<file path="config.mk">
export PLATFORM = sky130hd
export DESIGN_NAME = hello_system_top
export DESIGN_NICKNAME = d
export VERILOG_FILES = /design/src/logic/z80_isa_pkg.sv /design/src/logic/z80_bus_pkg.sv /design/src/logic/hello_system_top.sv /design/src/logic/z80_lite_core.sv /design/src/logic/system_bus.sv /design/src/logic/uart_tx.sv /design/src/logic/work_ram.sv /design/src/logic/ip_hello_world_rom.sv
export SDC_FILE = /design/constraint.sdc
export NUM_CORES = 2
export LEC_CHECK = 0
export BUFFER_PORTS_ARGS = -buffer_cell sky130_fd_sc_hd__buf_2
export CAP_MARGIN = 20
export CORE_MARGIN = 8
export CORE_UTILIZATION = 28
export CTS_CLUSTER_DIAMETER = 50
export DETAILED_ROUTE_END_ITERATION = 6
export PLACE_DENSITY = 0.51
export SETUP_SLACK_MARGIN = 0.3
export SYNTH_ARGS = -nofsm -noshare
export SYNTH_HDL_FRONTEND = slang
export SYNTH_SLANG_ARGS = --single-unit
</file>
<file path="constraint.sdc">
create_clock -name clk -period 27.6 [get_ports clk]
set_input_delay 6.9 -clock clk [delete_from_list [all_inputs] [get_ports clk]]
set_output_delay 6.9 -clock clk [all_outputs]
set_load 0.01 [all_outputs]
</file>
<file path="src/logic/z80_isa_pkg.sv">
// z80 subset definitions.
// First-byte opcodes, prefixed second bytes, sequencer states and flag bits.

package z80_isa_pkg;

	// first opcode bytes of the supported instructions.
	typedef enum logic [7:0] {
		DI        = 8'hF3,
		LD_SP_NN  = 8'h31,
		LD_HL_NN  = 8'h21,
		CALL_NN   = 8'hCD,
		HALT      = 8'h76,
		LD_C_N    = 8'h0E,
		JR_C      = 8'h38,
		JR        = 8'h18,
		RET       = 8'hC9,
		RET_Z     = 8'hC8,
		LD_A_HL   = 8'h7E,
		INC_HL    = 8'h23,
		OR_A      = 8'hB7,
		PREFIX_CB = 8'hCB,
		PREFIX_ED = 8'hED
	} opcode_e;

	// second bytes after a prefix.
	localparam logic [7:0] CB_RR_B    = 8'h18;
	localparam logic [7:0] ED_IN_B_C  = 8'h40;
	localparam logic [7:0] ED_OUT_C_A = 8'h79;

	// sequencer states of the core.
	typedef enum logic [3:0] {
		FETCH,
		OPERAND,
		EXEC,
		PUSH_HI,
		PUSH_LO,
		POP_LO,
		POP_HI,
		MEM_RD,
		IO_RD,
		HALTED
	} core_state_e;

	// the flag bits sit where the real part keeps them.
	localparam int FLAG_Z = 6;
	localparam int FLAG_C = 0;

endpackage

</file>
<file path="src/logic/z80_bus_pkg.sv">
// z80 bus definitions.
// Memory map, I/O port numbers, serial timing and the core's bus request.

package z80_bus_pkg;

	// rom occupies 0000h to 3FFFh, selected when the upper address bits are zero.
	localparam int ROM_ADDR_BITS = 14;

	// the work ram is a single 256-byte page at the top of the lower half.
	localparam logic [15:0] RAM_BASE = 16'h7F00;
	localparam int RAM_ADDR_BITS = 8;

	// the serial port is the only I/O port. Bit 0 of a read is busy.
	localparam logic [7:0] UART_PORT = 8'h10;

	// serial bit period in clock cycles, and the counter width it needs.
	localparam int UART_CLKS_PER_BIT = 8;
	localparam int UART_CNT_BITS = $clog2(UART_CLKS_PER_BIT);

	// one core bus cycle. rd is held until rdata_en; wr lasts one cycle.
	typedef struct packed {
		logic [15:0] addr;
		logic [7:0]  wdata;
		logic        rd;
		logic        wr;
		logic        io;
	} bus_req_t;

endpackage
</file>
<file path="src/logic/hello_system_top.sv">
// hello world system.
// Core, bus, program rom, stack ram and serial transmitter.

`timescale 1ns/1ns

module hello_system_top
	import z80_bus_pkg::*;
(
	input  logic clk,
	input  logic rst_n,
	output logic txd,
	output logic halted
);

	bus_req_t                 bus_req;
	logic [7:0]               rdata;
	logic                     rdata_en;
	logic                     rom_n_cs;
	logic                     rom_n_rd;
	logic [ROM_ADDR_BITS-1:0] rom_address;
	logic [7:0]               rom_rdata;
	logic                     rom_rdata_en;
	logic                     ram_cs;
	logic                     ram_we;
	logic [RAM_ADDR_BITS-1:0] ram_addr;
	logic [7:0]               ram_wdata;
	logic [7:0]               ram_rdata;
	logic                     ram_rdata_en;
	logic                     uart_send;
	logic [7:0]               uart_data;
	logic                     uart_busy;

	z80_lite_core u_core (
		.clk      (clk),
		.rst_n    (rst_n),
		.bus_req  (bus_req),
		.rdata    (rdata),
		.rdata_en (rdata_en),
		.halted   (halted)
	);

	system_bus u_bus (
		.clk          (clk),
		.rst_n        (rst_n),
		.bus_req      (bus_req),
		.rdata        (rdata),
		.rdata_en     (rdata_en),
		.rom_n_cs     (rom_n_cs),
		.rom_n_rd     (rom_n_rd),
		.rom_address  (rom_address),
		.rom_rdata    (rom_rdata),
		.rom_rdata_en (rom_rdata_en),
		.ram_cs       (ram_cs),
		.ram_we       (ram_we),
		.ram_addr     (ram_addr),
		.ram_wdata    (ram_wdata),
		.ram_rdata    (ram_rdata),
		.ram_rdata_en (ram_rdata_en),
		.uart_send    (uart_send),
		.uart_data    (uart_data),
		.uart_busy    (uart_busy)
	);

	ip_hello_world_rom u_rom (
		.clk      (clk),
		.rst_n    (rst_n),
		.n_cs     (rom_n_cs),
		.n_rd     (rom_n_rd),
		.address  (rom_address),
		.rdata    (rom_rdata),
		.rdata_en (rom_rdata_en)
	);

	work_ram u_ram (
		.clk      (clk),
		.rst_n    (rst_n),
		.cs       (ram_cs),
		.we       (ram_we),
		.addr     (ram_addr),
		.wdata    (ram_wdata),
		.rdata    (ram_rdata),
		.rdata_en (ram_rdata_en)
	);

	uart_tx u_uart (
		.clk   (clk),
		.rst_n (rst_n),
		.send  (uart_send),
		.data  (uart_data),
		.txd   (txd),
		.busy  (uart_busy)
	);

endmodule

</file>
<file path="src/logic/z80_lite_core.sv">
// reduced z80 core.
// Multicycle fetch and execute for the opcode subset the boot rom uses.

`timescale 1ns/1ns

module z80_lite_core
	import z80_bus_pkg::*;
	import z80_isa_pkg::*;
(
	input  logic       clk,
	input  logic       rst_n,
	output bus_req_t   bus_req,
	input  logic [7:0] rdata,
	input  logic       rdata_en,
	output logic       halted
);

	core_state_e state;
	opcode_e     op;
	logic [15:0] pc;
	logic [15:0] sp;
	logic [15:0] hl;
	logic [7:0]  a;
	logic [7:0]  b;
	logic [7:0]  c;
	logic [7:0]  flags;
	// operand bytes arrive low first and shift down, so a single byte ends up in [15:8].
	logic [15:0] imm;
	logic [1:0]  opnd_left;
	logic [15:0] jr_target;
	logic [7:0]  rr_b;
	logic        rd_cycle;
	logic        out_cycle;

	function automatic logic [1:0] operand_bytes(input opcode_e o);
		case (o)
			LD_SP_NN, LD_HL_NN, CALL_NN: return 2'd2;
			LD_C_N, JR_C, JR, PREFIX_CB, PREFIX_ED: return 2'd1;
			default: return 2'd0;
		endcase
	endfunction

	assign jr_target = pc + {{8{imm[15]}}, imm[15:8]};
	assign rr_b      = {flags[FLAG_C], b[7:1]};

	////////////////////////////////////////////////////////////////////////////
	// bus request
	////////////////////////////////////////////////////////////////////////////

	assign rd_cycle  = state inside {FETCH, OPERAND, POP_LO, POP_HI, MEM_RD, IO_RD};
	assign out_cycle = (state == EXEC) && (op == PREFIX_ED) && (imm[15:8] == ED_OUT_C_A);

	always_comb begin
		bus_req = '0;
		case (state)
			FETCH, OPERAND: bus_req.addr = pc;
			PUSH_HI, PUSH_LO: bus_req.addr = sp - 16'd1;
			POP_LO, POP_HI: bus_req.addr = sp;
			MEM_RD: bus_req.addr = hl;
			default: bus_req.addr = {b, c};
		endcase
		// rd drops in the cycle the reply arrives, so each read costs two cycles.
		bus_req.rd = rd_cycle && !rdata_en;
		bus_req.wr = (state == PUSH_HI) || (state == PUSH_LO) || out_cycle;
		bus_req.io = (state == IO_RD) || out_cycle;
		if (state == PUSH_HI) begin
			bus_req.wdata = pc[15:8];
		end else if (state == PUSH_LO) begin
			bus_req.wdata = pc[7:0];
		end else begin
			bus_req.wdata = a;
		end
	end

	////////////////////////////////////////////////////////////////////////////
	// sequencer
	////////////////////////////////////////////////////////////////////////////

	always_ff @(posedge clk) begin
		if (!rst_n) begin
			state     <= FETCH;
			pc        <= 16'h0000;
			opnd_left <= 2'd0;
		end else begin
			case (state)
				FETCH: if (rdata_en) begin
					op        <= opcode_e'(rdata);
					pc        <= pc + 16'd1;
					opnd_left <= operand_bytes(opcode_e'(rdata));
					if (operand_bytes(opcode_e'(rdata)) == 2'd0) begin
						state <= EXEC;
					end else begin
						state <= OPERAND;
					end
				end
				OPERAND: if (rdata_en) begin
					imm       <= {rdata, imm[15:8]};
					pc        <= pc + 16'd1;
					opnd_left <= opnd_left - 2'd1;
					if (opnd_left == 2'd1) begin
						state <= EXEC;
					end
				end
				EXEC: begin
					state <= FETCH;
					case (op)
						// there are no interrupts, so DI has nothing to disable.
						DI: ;
						LD_SP_NN: sp <= imm;
						LD_HL_NN: hl <= imm;
						CALL_NN: state <= PUSH_HI;
						HALT: state <= HALTED;
						LD_C_N: c <= imm[15:8];
						JR_C: if (flags[FLAG_C]) pc <= jr_target;
						JR: pc <= jr_target;
						RET: state <= POP_LO;
						RET_Z: if (flags[FLAG_Z]) state <= POP_LO;
						LD_A_HL: state <= MEM_RD;
						INC_HL: hl <= hl + 16'd1;
						OR_A: begin
							flags[FLAG_Z] <= (a == 8'h00);
							flags[FLAG_C] <= 1'b0;
						end
						PREFIX_CB: if (imm[15:8] == CB_RR_B) begin
							b             <= rr_b;
							flags[FLAG_C] <= b[0];
							flags[FLAG_Z] <= (rr_b == 8'h00);
						end else begin
							state <= HALTED;
						end
						// OUT (C),A needs no state of its own. The write strobe is this cycle.
						PREFIX_ED: if (imm[15:8] == ED_IN_B_C) begin
							state <= IO_RD;
						end else if (imm[15:8] != ED_OUT_C_A) begin
							state <= HALTED;
						end
						default: state <= HALTED;
					endcase
				end
				// return address goes high byte first, at SP-1 then SP-2.
				PUSH_HI: begin
					sp    <= sp - 16'd1;
					state <= PUSH_LO;
				end
				PUSH_LO: begin
					sp    <= sp - 16'd1;
					pc    <= imm;
					state <= FETCH;
				end
				POP_LO: if (rdata_en) begin
					pc[7:0] <= rdata;
					sp      <= sp + 16'd1;
					state   <= POP_HI;
				end
				POP_HI: if (rdata_en) begin
					pc[15:8] <= rdata;
					sp       <= sp + 16'd1;
					state    <= FETCH;
				end
				MEM_RD: if (rdata_en) begin
					a     <= rdata;
					state <= FETCH;
				end
				IO_RD: if (rdata_en) begin
					b             <= rdata;
					flags[FLAG_Z] <= (rdata == 8'h00);
					state         <= FETCH;
				end
				HALTED: state <= HALTED;
				default: state <= HALTED;
			endcase
		end
	end

	assign halted = (state == HALTED);

	a_no_rd_wr: assert property (@(posedge clk) disable iff (!rst_n)
		!(bus_req.rd && bus_req.wr));

endmodule

</file>
<file path="src/logic/system_bus.sv">
// system bus.
// Decodes core cycles onto rom, ram and the serial port and merges read data.

`timescale 1ns/1ns

module system_bus
	import z80_bus_pkg::*;
(
	input  logic                     clk,
	input  logic                     rst_n,
	input  bus_req_t                 bus_req,
	output logic [7:0]               rdata,
	output logic                     rdata_en,
	output logic                     rom_n_cs,
	output logic                     rom_n_rd,
	output logic [ROM_ADDR_BITS-1:0] rom_address,
	input  logic [7:0]               rom_rdata,
	input  logic                     rom_rdata_en,
	output logic                     ram_cs,
	output logic                     ram_we,
	output logic [RAM_ADDR_BITS-1:0] ram_addr,
	output logic [7:0]               ram_wdata,
	input  logic [7:0]               ram_rdata,
	input  logic                     ram_rdata_en,
	output logic                     uart_send,
	output logic [7:0]               uart_data,
	input  logic                     uart_busy
);

	logic       rom_sel;
	logic       ram_sel;
	logic       uart_sel;
	logic       access;
	logic [7:0] port_rdata;
	logic       port_rdata_en;
	logic       unmapped_en;

	assign access   = bus_req.rd || bus_req.wr;
	assign rom_sel  = !bus_req.io && (bus_req.addr[15:ROM_ADDR_BITS] == '0);
	assign ram_sel  = !bus_req.io &&
		(bus_req.addr[15:RAM_ADDR_BITS] == RAM_BASE[15:RAM_ADDR_BITS]);
	// only the low byte of an I/O address names the port.
	assign uart_sel = bus_req.io && (bus_req.addr[7:0] == UART_PORT);

	assign rom_n_cs    = !(rom_sel && access);
	assign rom_n_rd    = !bus_req.rd;
	assign rom_address = bus_req.addr[ROM_ADDR_BITS-1:0];

	assign ram_cs    = ram_sel && access;
	assign ram_we    = ram_sel && bus_req.wr;
	assign ram_addr  = bus_req.addr[RAM_ADDR_BITS-1:0];
	assign ram_wdata = bus_req.wdata;

	assign uart_send = uart_sel && bus_req.wr;
	assign uart_data = bus_req.wdata;

	// the port read and the unmapped reply take one cycle, just like the memories.
	always_ff @(posedge clk) begin
		if (!rst_n) begin
			port_rdata    <= 8'h00;
			port_rdata_en <= 1'b0;
			unmapped_en   <= 1'b0;
		end else begin
			port_rdata    <= (uart_sel && bus_req.rd) ? {7'b0, uart_busy} : 8'h00;
			port_rdata_en <= uart_sel && bus_req.rd;
			unmapped_en   <= bus_req.rd && !rom_sel && !ram_sel && !uart_sel;
		end
	end

	// idle targets drive zero, so a plain OR merges the replies.
	assign rdata    = rom_rdata | ram_rdata | port_rdata;
	assign rdata_en = rom_rdata_en | ram_rdata_en | port_rdata_en | unmapped_en;

	a_one_reply: assert property (@(posedge clk) disable iff (!rst_n)
		$onehot0({rom_rdata_en, ram_rdata_en, port_rdata_en, unmapped_en}));

endmodule

</file>
<file path="src/logic/uart_tx.sv">
// serial transmitter.
// Sends one 8N1 frame per send strobe and reports busy while shifting.

`timescale 1ns/1ns

module uart_tx
	import z80_bus_pkg::*;
(
	input  logic       clk,
	input  logic       rst_n,
	input  logic       send,
	input  logic [7:0] data,
	output logic       txd,
	output logic       busy
);

	// frame bits go out from bit 0 with the start bit first and the stop bit last.
	logic [9:0]               frame;
	logic [UART_CNT_BITS-1:0] clk_cnt;
	logic [3:0]               bit_cnt;

	always_ff @(posedge clk) begin
		if (!rst_n) begin
			frame   <= '1;
			busy    <= 1'b0;
			clk_cnt <= '0;
			bit_cnt <= '0;
		end else if (!busy) begin
			if (send) begin
				frame   <= {1'b1, data, 1'b0};
				busy    <= 1'b1;
				clk_cnt <= '0;
				bit_cnt <= '0;
			end
		end else if (clk_cnt == UART_CNT_BITS'(UART_CLKS_PER_BIT - 1)) begin
			// end of a bit period. Shift in idle level behind the frame.
			clk_cnt <= '0;
			frame   <= {1'b1, frame[9:1]};
			if (bit_cnt == 4'd9) begin
				busy <= 1'b0;
			end else begin
				bit_cnt <= bit_cnt + 4'd1;
			end
		end else begin
			clk_cnt <= clk_cnt + 1'b1;
		end
	end

	assign txd = frame[0];

	// the program polls busy before each byte, so no send may land mid-frame.
	a_no_send_while_busy: assert property (@(posedge clk) disable iff (!rst_n)
		send |-> !busy);

endmodule

</file>
<file path="src/logic/work_ram.sv">
// work ram.
// 256-byte stack memory with the rom's registered read timing.

`timescale 1ns/1ns

module work_ram
	import z80_bus_pkg::*;
(
	input  logic                     clk,
	input  logic                     rst_n,
	input  logic                     cs,
	input  logic                     we,
	input  logic [RAM_ADDR_BITS-1:0] addr,
	input  logic [7:0]               wdata,
	output logic [7:0]               rdata,
	output logic                     rdata_en
);

	logic [7:0] mem [2**RAM_ADDR_BITS];

	always_ff @(posedge clk) begin
		if (cs && we) begin
			mem[addr] <= wdata;
		end
	end

	always_ff @(posedge clk) begin
		if (!rst_n) begin
			rdata    <= 8'h00;
			rdata_en <= 1'b0;
		end else if (cs && !we) begin
			rdata    <= mem[addr];
			rdata_en <= 1'b1;
		end else begin
			rdata    <= 8'h00;
			rdata_en <= 1'b0;
		end
	end

	// the core must present a settled stack address whenever it selects the ram.
	a_ram_addr_known: assert property (@(posedge clk) disable iff (!rst_n)
		(cs || we) |-> !$isunknown(addr));

endmodule

</file>
<file path="src/logic/ip_hello_world_rom.sv">
// hello world program rom.
// Fixed boot program and its string, read through a registered port.

`timescale 1ns/1ns

module ip_hello_world_rom
	import z80_bus_pkg::*;
(
	input  logic                     clk,
	input  logic                     rst_n,
	input  logic                     n_cs,
	input  logic                     n_rd,
	input  logic [ROM_ADDR_BITS-1:0] address,
	output logic [7:0]               rdata,
	output logic                     rdata_en
);

	function automatic logic [7:0] rom_byte(input logic [ROM_ADDR_BITS-1:0] a);
		case (a)
			// the boot code runs DI, LD SP,7FFEh, LD HL,msg, CALL puts and HALT.
			'h00: return 8'hF3;
			'h01: return 8'h31;
			'h02: return 8'hFE;
			'h03: return 8'h7F;
			'h04: return 8'h21;
			'h05: return 8'h1F;
			'h06: return 8'h00;
			'h07: return 8'hCD;
			'h08: return 8'h16;
			'h09: return 8'h00;
			'h0A: return 8'h76;
			// putc polls busy on port 10h until it clears and then sends A.
			'h0B: return 8'h0E;
			'h0C: return 8'h10;
			'h0D: return 8'hED;
			'h0E: return 8'h40;
			'h0F: return 8'hCB;
			'h10: return 8'h18;
			'h11: return 8'h38;
			'h12: return 8'hFA;
			'h13: return 8'hED;
			'h14: return 8'h79;
			'h15: return 8'hC9;
			// puts walks the string at HL until the zero terminator.
			'h16: return 8'h7E;
			'h17: return 8'h23;
			'h18: return 8'hB7;
			'h19: return 8'hC8;
			'h1A: return 8'hCD;
			'h1B: return 8'h0B;
			'h1C: return 8'h00;
			'h1D: return 8'h18;
			'h1E: return 8'hF7;
			// "Hello, world!" CR LF and terminator.
			'h1F: return 8'h48;
			'h20: return 8'h65;
			'h21: return 8'h6C;
			'h22: return 8'h6C;
			'h23: return 8'h6F;
			'h24: return 8'h2C;
			'h25: return 8'h20;
			'h26: return 8'h77;
			'h27: return 8'h6F;
			'h28: return 8'h72;
			'h29: return 8'h6C;
			'h2A: return 8'h64;
			'h2B: return 8'h21;
			'h2C: return 8'h0D;
			'h2D: return 8'h0A;
			'h2E: return 8'h00;
			default: return 8'h00;
		endcase
	endfunction

	// data and valid are cleared whenever the rom is not being read.
	always_ff @(posedge clk) begin
		if (!rst_n) begin
			rdata    <= 8'h00;
			rdata_en <= 1'b0;
		end else if (!n_cs && !n_rd) begin
			rdata    <= rom_byte(address);
			rdata_en <= 1'b1;
		end else begin
			rdata    <= 8'h00;
			rdata_en <= 1'b0;
		end
	end

endmodule

</file>
==> results.txt <==
- The routed design has 264000 um of wire.
- Global routing finished with a remaining overflow of 0.
* Violated checks: design-rule violations
- Mapped Area: 89900 um2
- For the worst setup path, the data required time is 20.70 ns.
- Final hold violation count: 0
* Clock tree from TritonCTS: yes
- Site row count: 208
- Tightest Pin Transition: 1.42 ns
* Maximum frequency from static timing analysis: 104 MHz
- Relative to the synthesized area, the layout overhead comes to 15.4%.
* Root Buffer Master: clkbuf_16
* Detail-routed net length per standard cell: about 24 um
- The library cell used most frequently in the layout, excluding fill and tap cells, is edfxtp_1.
- X dimension of the die: roughly 580 um
* Number of I/O port buffers: 3
- In the finished design, the share of the clock period the worst path needs comes to about a third.
- Number of unique standard cell types used by synthesis: 87
- # IOs: 4
- Die area: roughly 340000 um2
- Count of state elements after synthesis: 2190
* Status: finished, violations left
* Design internal power: 6.96 mW
* Std-Cell Core Area: roughly 320000 um2
- VDD IR max: 0.000148 V
* Total routing resource utilization after global routing: 14.9%
- After detailed placement, the design holds a cell count of 10400.
- Vias after detailed routing: 55500
* Net switching power figure: 4.26 mW
- Num Clock Sinks: 2190
- The count of nets left with antenna violations once routing finished came out at 0.
- The die is 583 um tall.
* Leakage: 33.9 nW
* DRC violations left: 4
* Clock latency at the later pin of the worst-skew pair: ~0.92 ns
- In this run switching power makes up approximately 38% of total power.
- Via count of the first global-routing pass: 53900
- Setup repair after global routing left no endpoint under its margin.
- The initial antenna violation count came to 9.
- Initial cell density of the core: 28.1%
- Share of final-layout standard cells stronger than drive strength 1: 11.9%
- For the final database, setup skew stands at 0.0605 ns.
- Top FF cell, synth: edfxtp_1
- Wire length of the first global-routing pass: 382000 um
- Critical path capture point type: output port
- Of the total power, combinational logic draws roughly 36%.
- Max-slew violation count: 0
- The clock passes through at most 4 buffers.
- Worst endpoint data arrival time: approximately 2.8 ns
- Hold Path Class: register to register
* Drt via density: approximately 5.1
- In this run, post-CTS repair resized a total of 0 instances.
- Max cap viols: 0
* H-tree lvl count: 5
- Number of nets in the final layout: around 6400
- Average cell area after synthesis: 14.2 um2
* Post-DP HPWL: 156000 um
- For this run, the number of standard cells in the final layout without fillers is 10900.
* Total power per unit cell area: 108 nW/um2
- Total clock buffers created by CTS: 279
* Post-cts hold buffer count: 0
- Along the worst path, the maximum fanout reaches 31.
* Most used cells in the layout excluding fill and tap cells: edfxtp_1, nand2_1, nand3_1
* Syn Nets: 6380
- Post-Route Setup TNS: 0 ns
- Counting flops with a built-in enable in the synthesized netlist gives 2130.
- YS warnings: 0
- Of all flip-flops after synthesis, the portion carrying an async set or reset was 0%.
- Setup Buffers After CTS: 0
* Synthesized instance count: 6346
* Clock period minus final worst setup slack: 9.66 ns
* Portion of the post-synthesis area used by sequential elements: 72.5%
- Number of iterations in the first detailed-routing pass: 7
- The detailed router finished its first iteration with 5559 violations.
- Number of fill cells: ~31000
- Worst setup SP type: register
- Final weighted congestion in routability-driven placement: 0.833
- Sequential cell fraction of total power: 33.0%
* Number of endpoints failing setup at the final stage: 0
* Largest net degree at the start of global routing: 189
* Clock edge transition at the registers on the reported setup and hold paths: 0.05 ns
- The worst setup path is of the register to output port kind.
- Clk pwr share: 30.8%
- Headroom to the max-slew limit came out at under 10%.
-- sequential cells by signal, indices dropped and copies added, names as in the netlist, 2 cells and up --
register          count
u_core.c              8
u_core.hl            16
u_core.opnd_left      2
u_core.op             8
u_rom.rdata           8
u_uart.frame          9
u_ram.mem          2048
u_ram.rdata           8
u_core.state          4
u_core.pc            16
u_core.imm           16
u_core.flags          2
u_core.sp            16
u_core.b              8
u_uart.clk_cnt        3
u_core.a              8
u_uart.bit_cnt        4
-- kinds of logic after synthesis --
kind of cell / synth area share, %
AND/OR/NAND/NOR: 12.0
flip-flops: 72.5
AO/OA/AOI/OAI: 6.70
buffers and inverters: 2.18
multiplexers: 5.57
XOR/XNOR: 0.575
adder cells (fa/ha/maj): 0.454
-- layout make-up --
cell class | count | area [um2] | area share (%)
clock inverter | 127 | 1190 | 1.15
antenna | 6 | 15.0 | 0.0145
tap | 4305 | 5390 | 5.19
multi-input combinational | 3704 | 23000 | 22.2
clock buffer | 350 | 7480 | 7.21
inverter | 38 | 153 | 0.147
sequential | 2190 | 65200 | 62.8
timing repair buffer | 164 | 1320 | 1.27
-- power by group through the flow --
| stage | sequential, mW | combinational [mW] | clock (mW) |
|---|---|---|---|
| 6_report | 3.71 | 4.06 | 3.46 |
| 5_1_grt | 3.71 | 4.31 | 3.64 |
| 4_1_cts | 3.71 | 4.06 | 3.52 |
| 3_5_place_dp | 3.78 | 4.05 | 0 |
| 3_3_place_gp | 3.78 | 4.02 | 0 |
| 2_1_floorplan | 3.79 | 2.49 | 0 |
-- synthesized netlist by cell type (all sizes together) (31+ instances only) --
library cell	n	area, um2
edfxtp	2130	64000
nand2	1338	5020
nand3	401	2010
nor2	384	1440
clkbuf	221	830
buf	193	986
mux4	156	3510
o21ai	147	736
mux2i	139	1390
a32oi	131	1150
and3	118	738
a21oi	108	556
a311oi	99	867
a31oi	66	413
a22oi	63	473
dfxtp	60	1200
nor3	54	275
inv	38	143
nand4	35	219
xnor2	32	280
ha	31	388
-- worst max-delay path, cell delays in order, from the launching register on --
cell	delay (ns)
dfxtp_1	1.03
nand2_1	0.24
nor2_1	0.35
buf_2	0.21
-- final timing paths --
path | to | from | slack (ns) | depth (start not counted)
max | halted | u_core.state[3]$_SDFFE_PN0P_ | 17.94 | 3
min | u_uart.frame[4]$_SDFFE_PN1P_ | u_uart.frame[4]$_SDFFE_PN1P_ | 0.48 | 2
max reg2reg | u_ram.rdata[7]$_SDFF_PN0_ | u_core.state[3]$_SDFFE_PN0P_ | 20.28 | 12
min reg2reg | u_uart.frame[4]$_SDFFE_PN1P_ | u_uart.frame[4]$_SDFFE_PN1P_ | 0.48 | 2
-- through the flow --
stage               power [mW]  utilization [%]  setup WS (ns)  hold slack, ns  cell area (um2)
floorplan                 6.28                -          16.23           0.437            89900
global placement          7.80             29.6          18.64           0.451            94900
CTS                       11.3             32.3          17.93           0.474           104000
global route              11.7             32.4          17.83           0.506           104000
finish                    11.2             32.4          17.94           0.476           104000
detailed placement        7.83             29.6          18.60           0.460            95000
-- routing by layer --
layer	global-route usage, %	up-vias	share of wire [%]
li1	-	24400	-
met1	20.9	28600	44
met2	23.8	2075	47
met3	2.62	413	6.6
met4	4.44	0	2.8
met5	0	-	0
No activity file was read; power rests on OpenSTA's default activity.
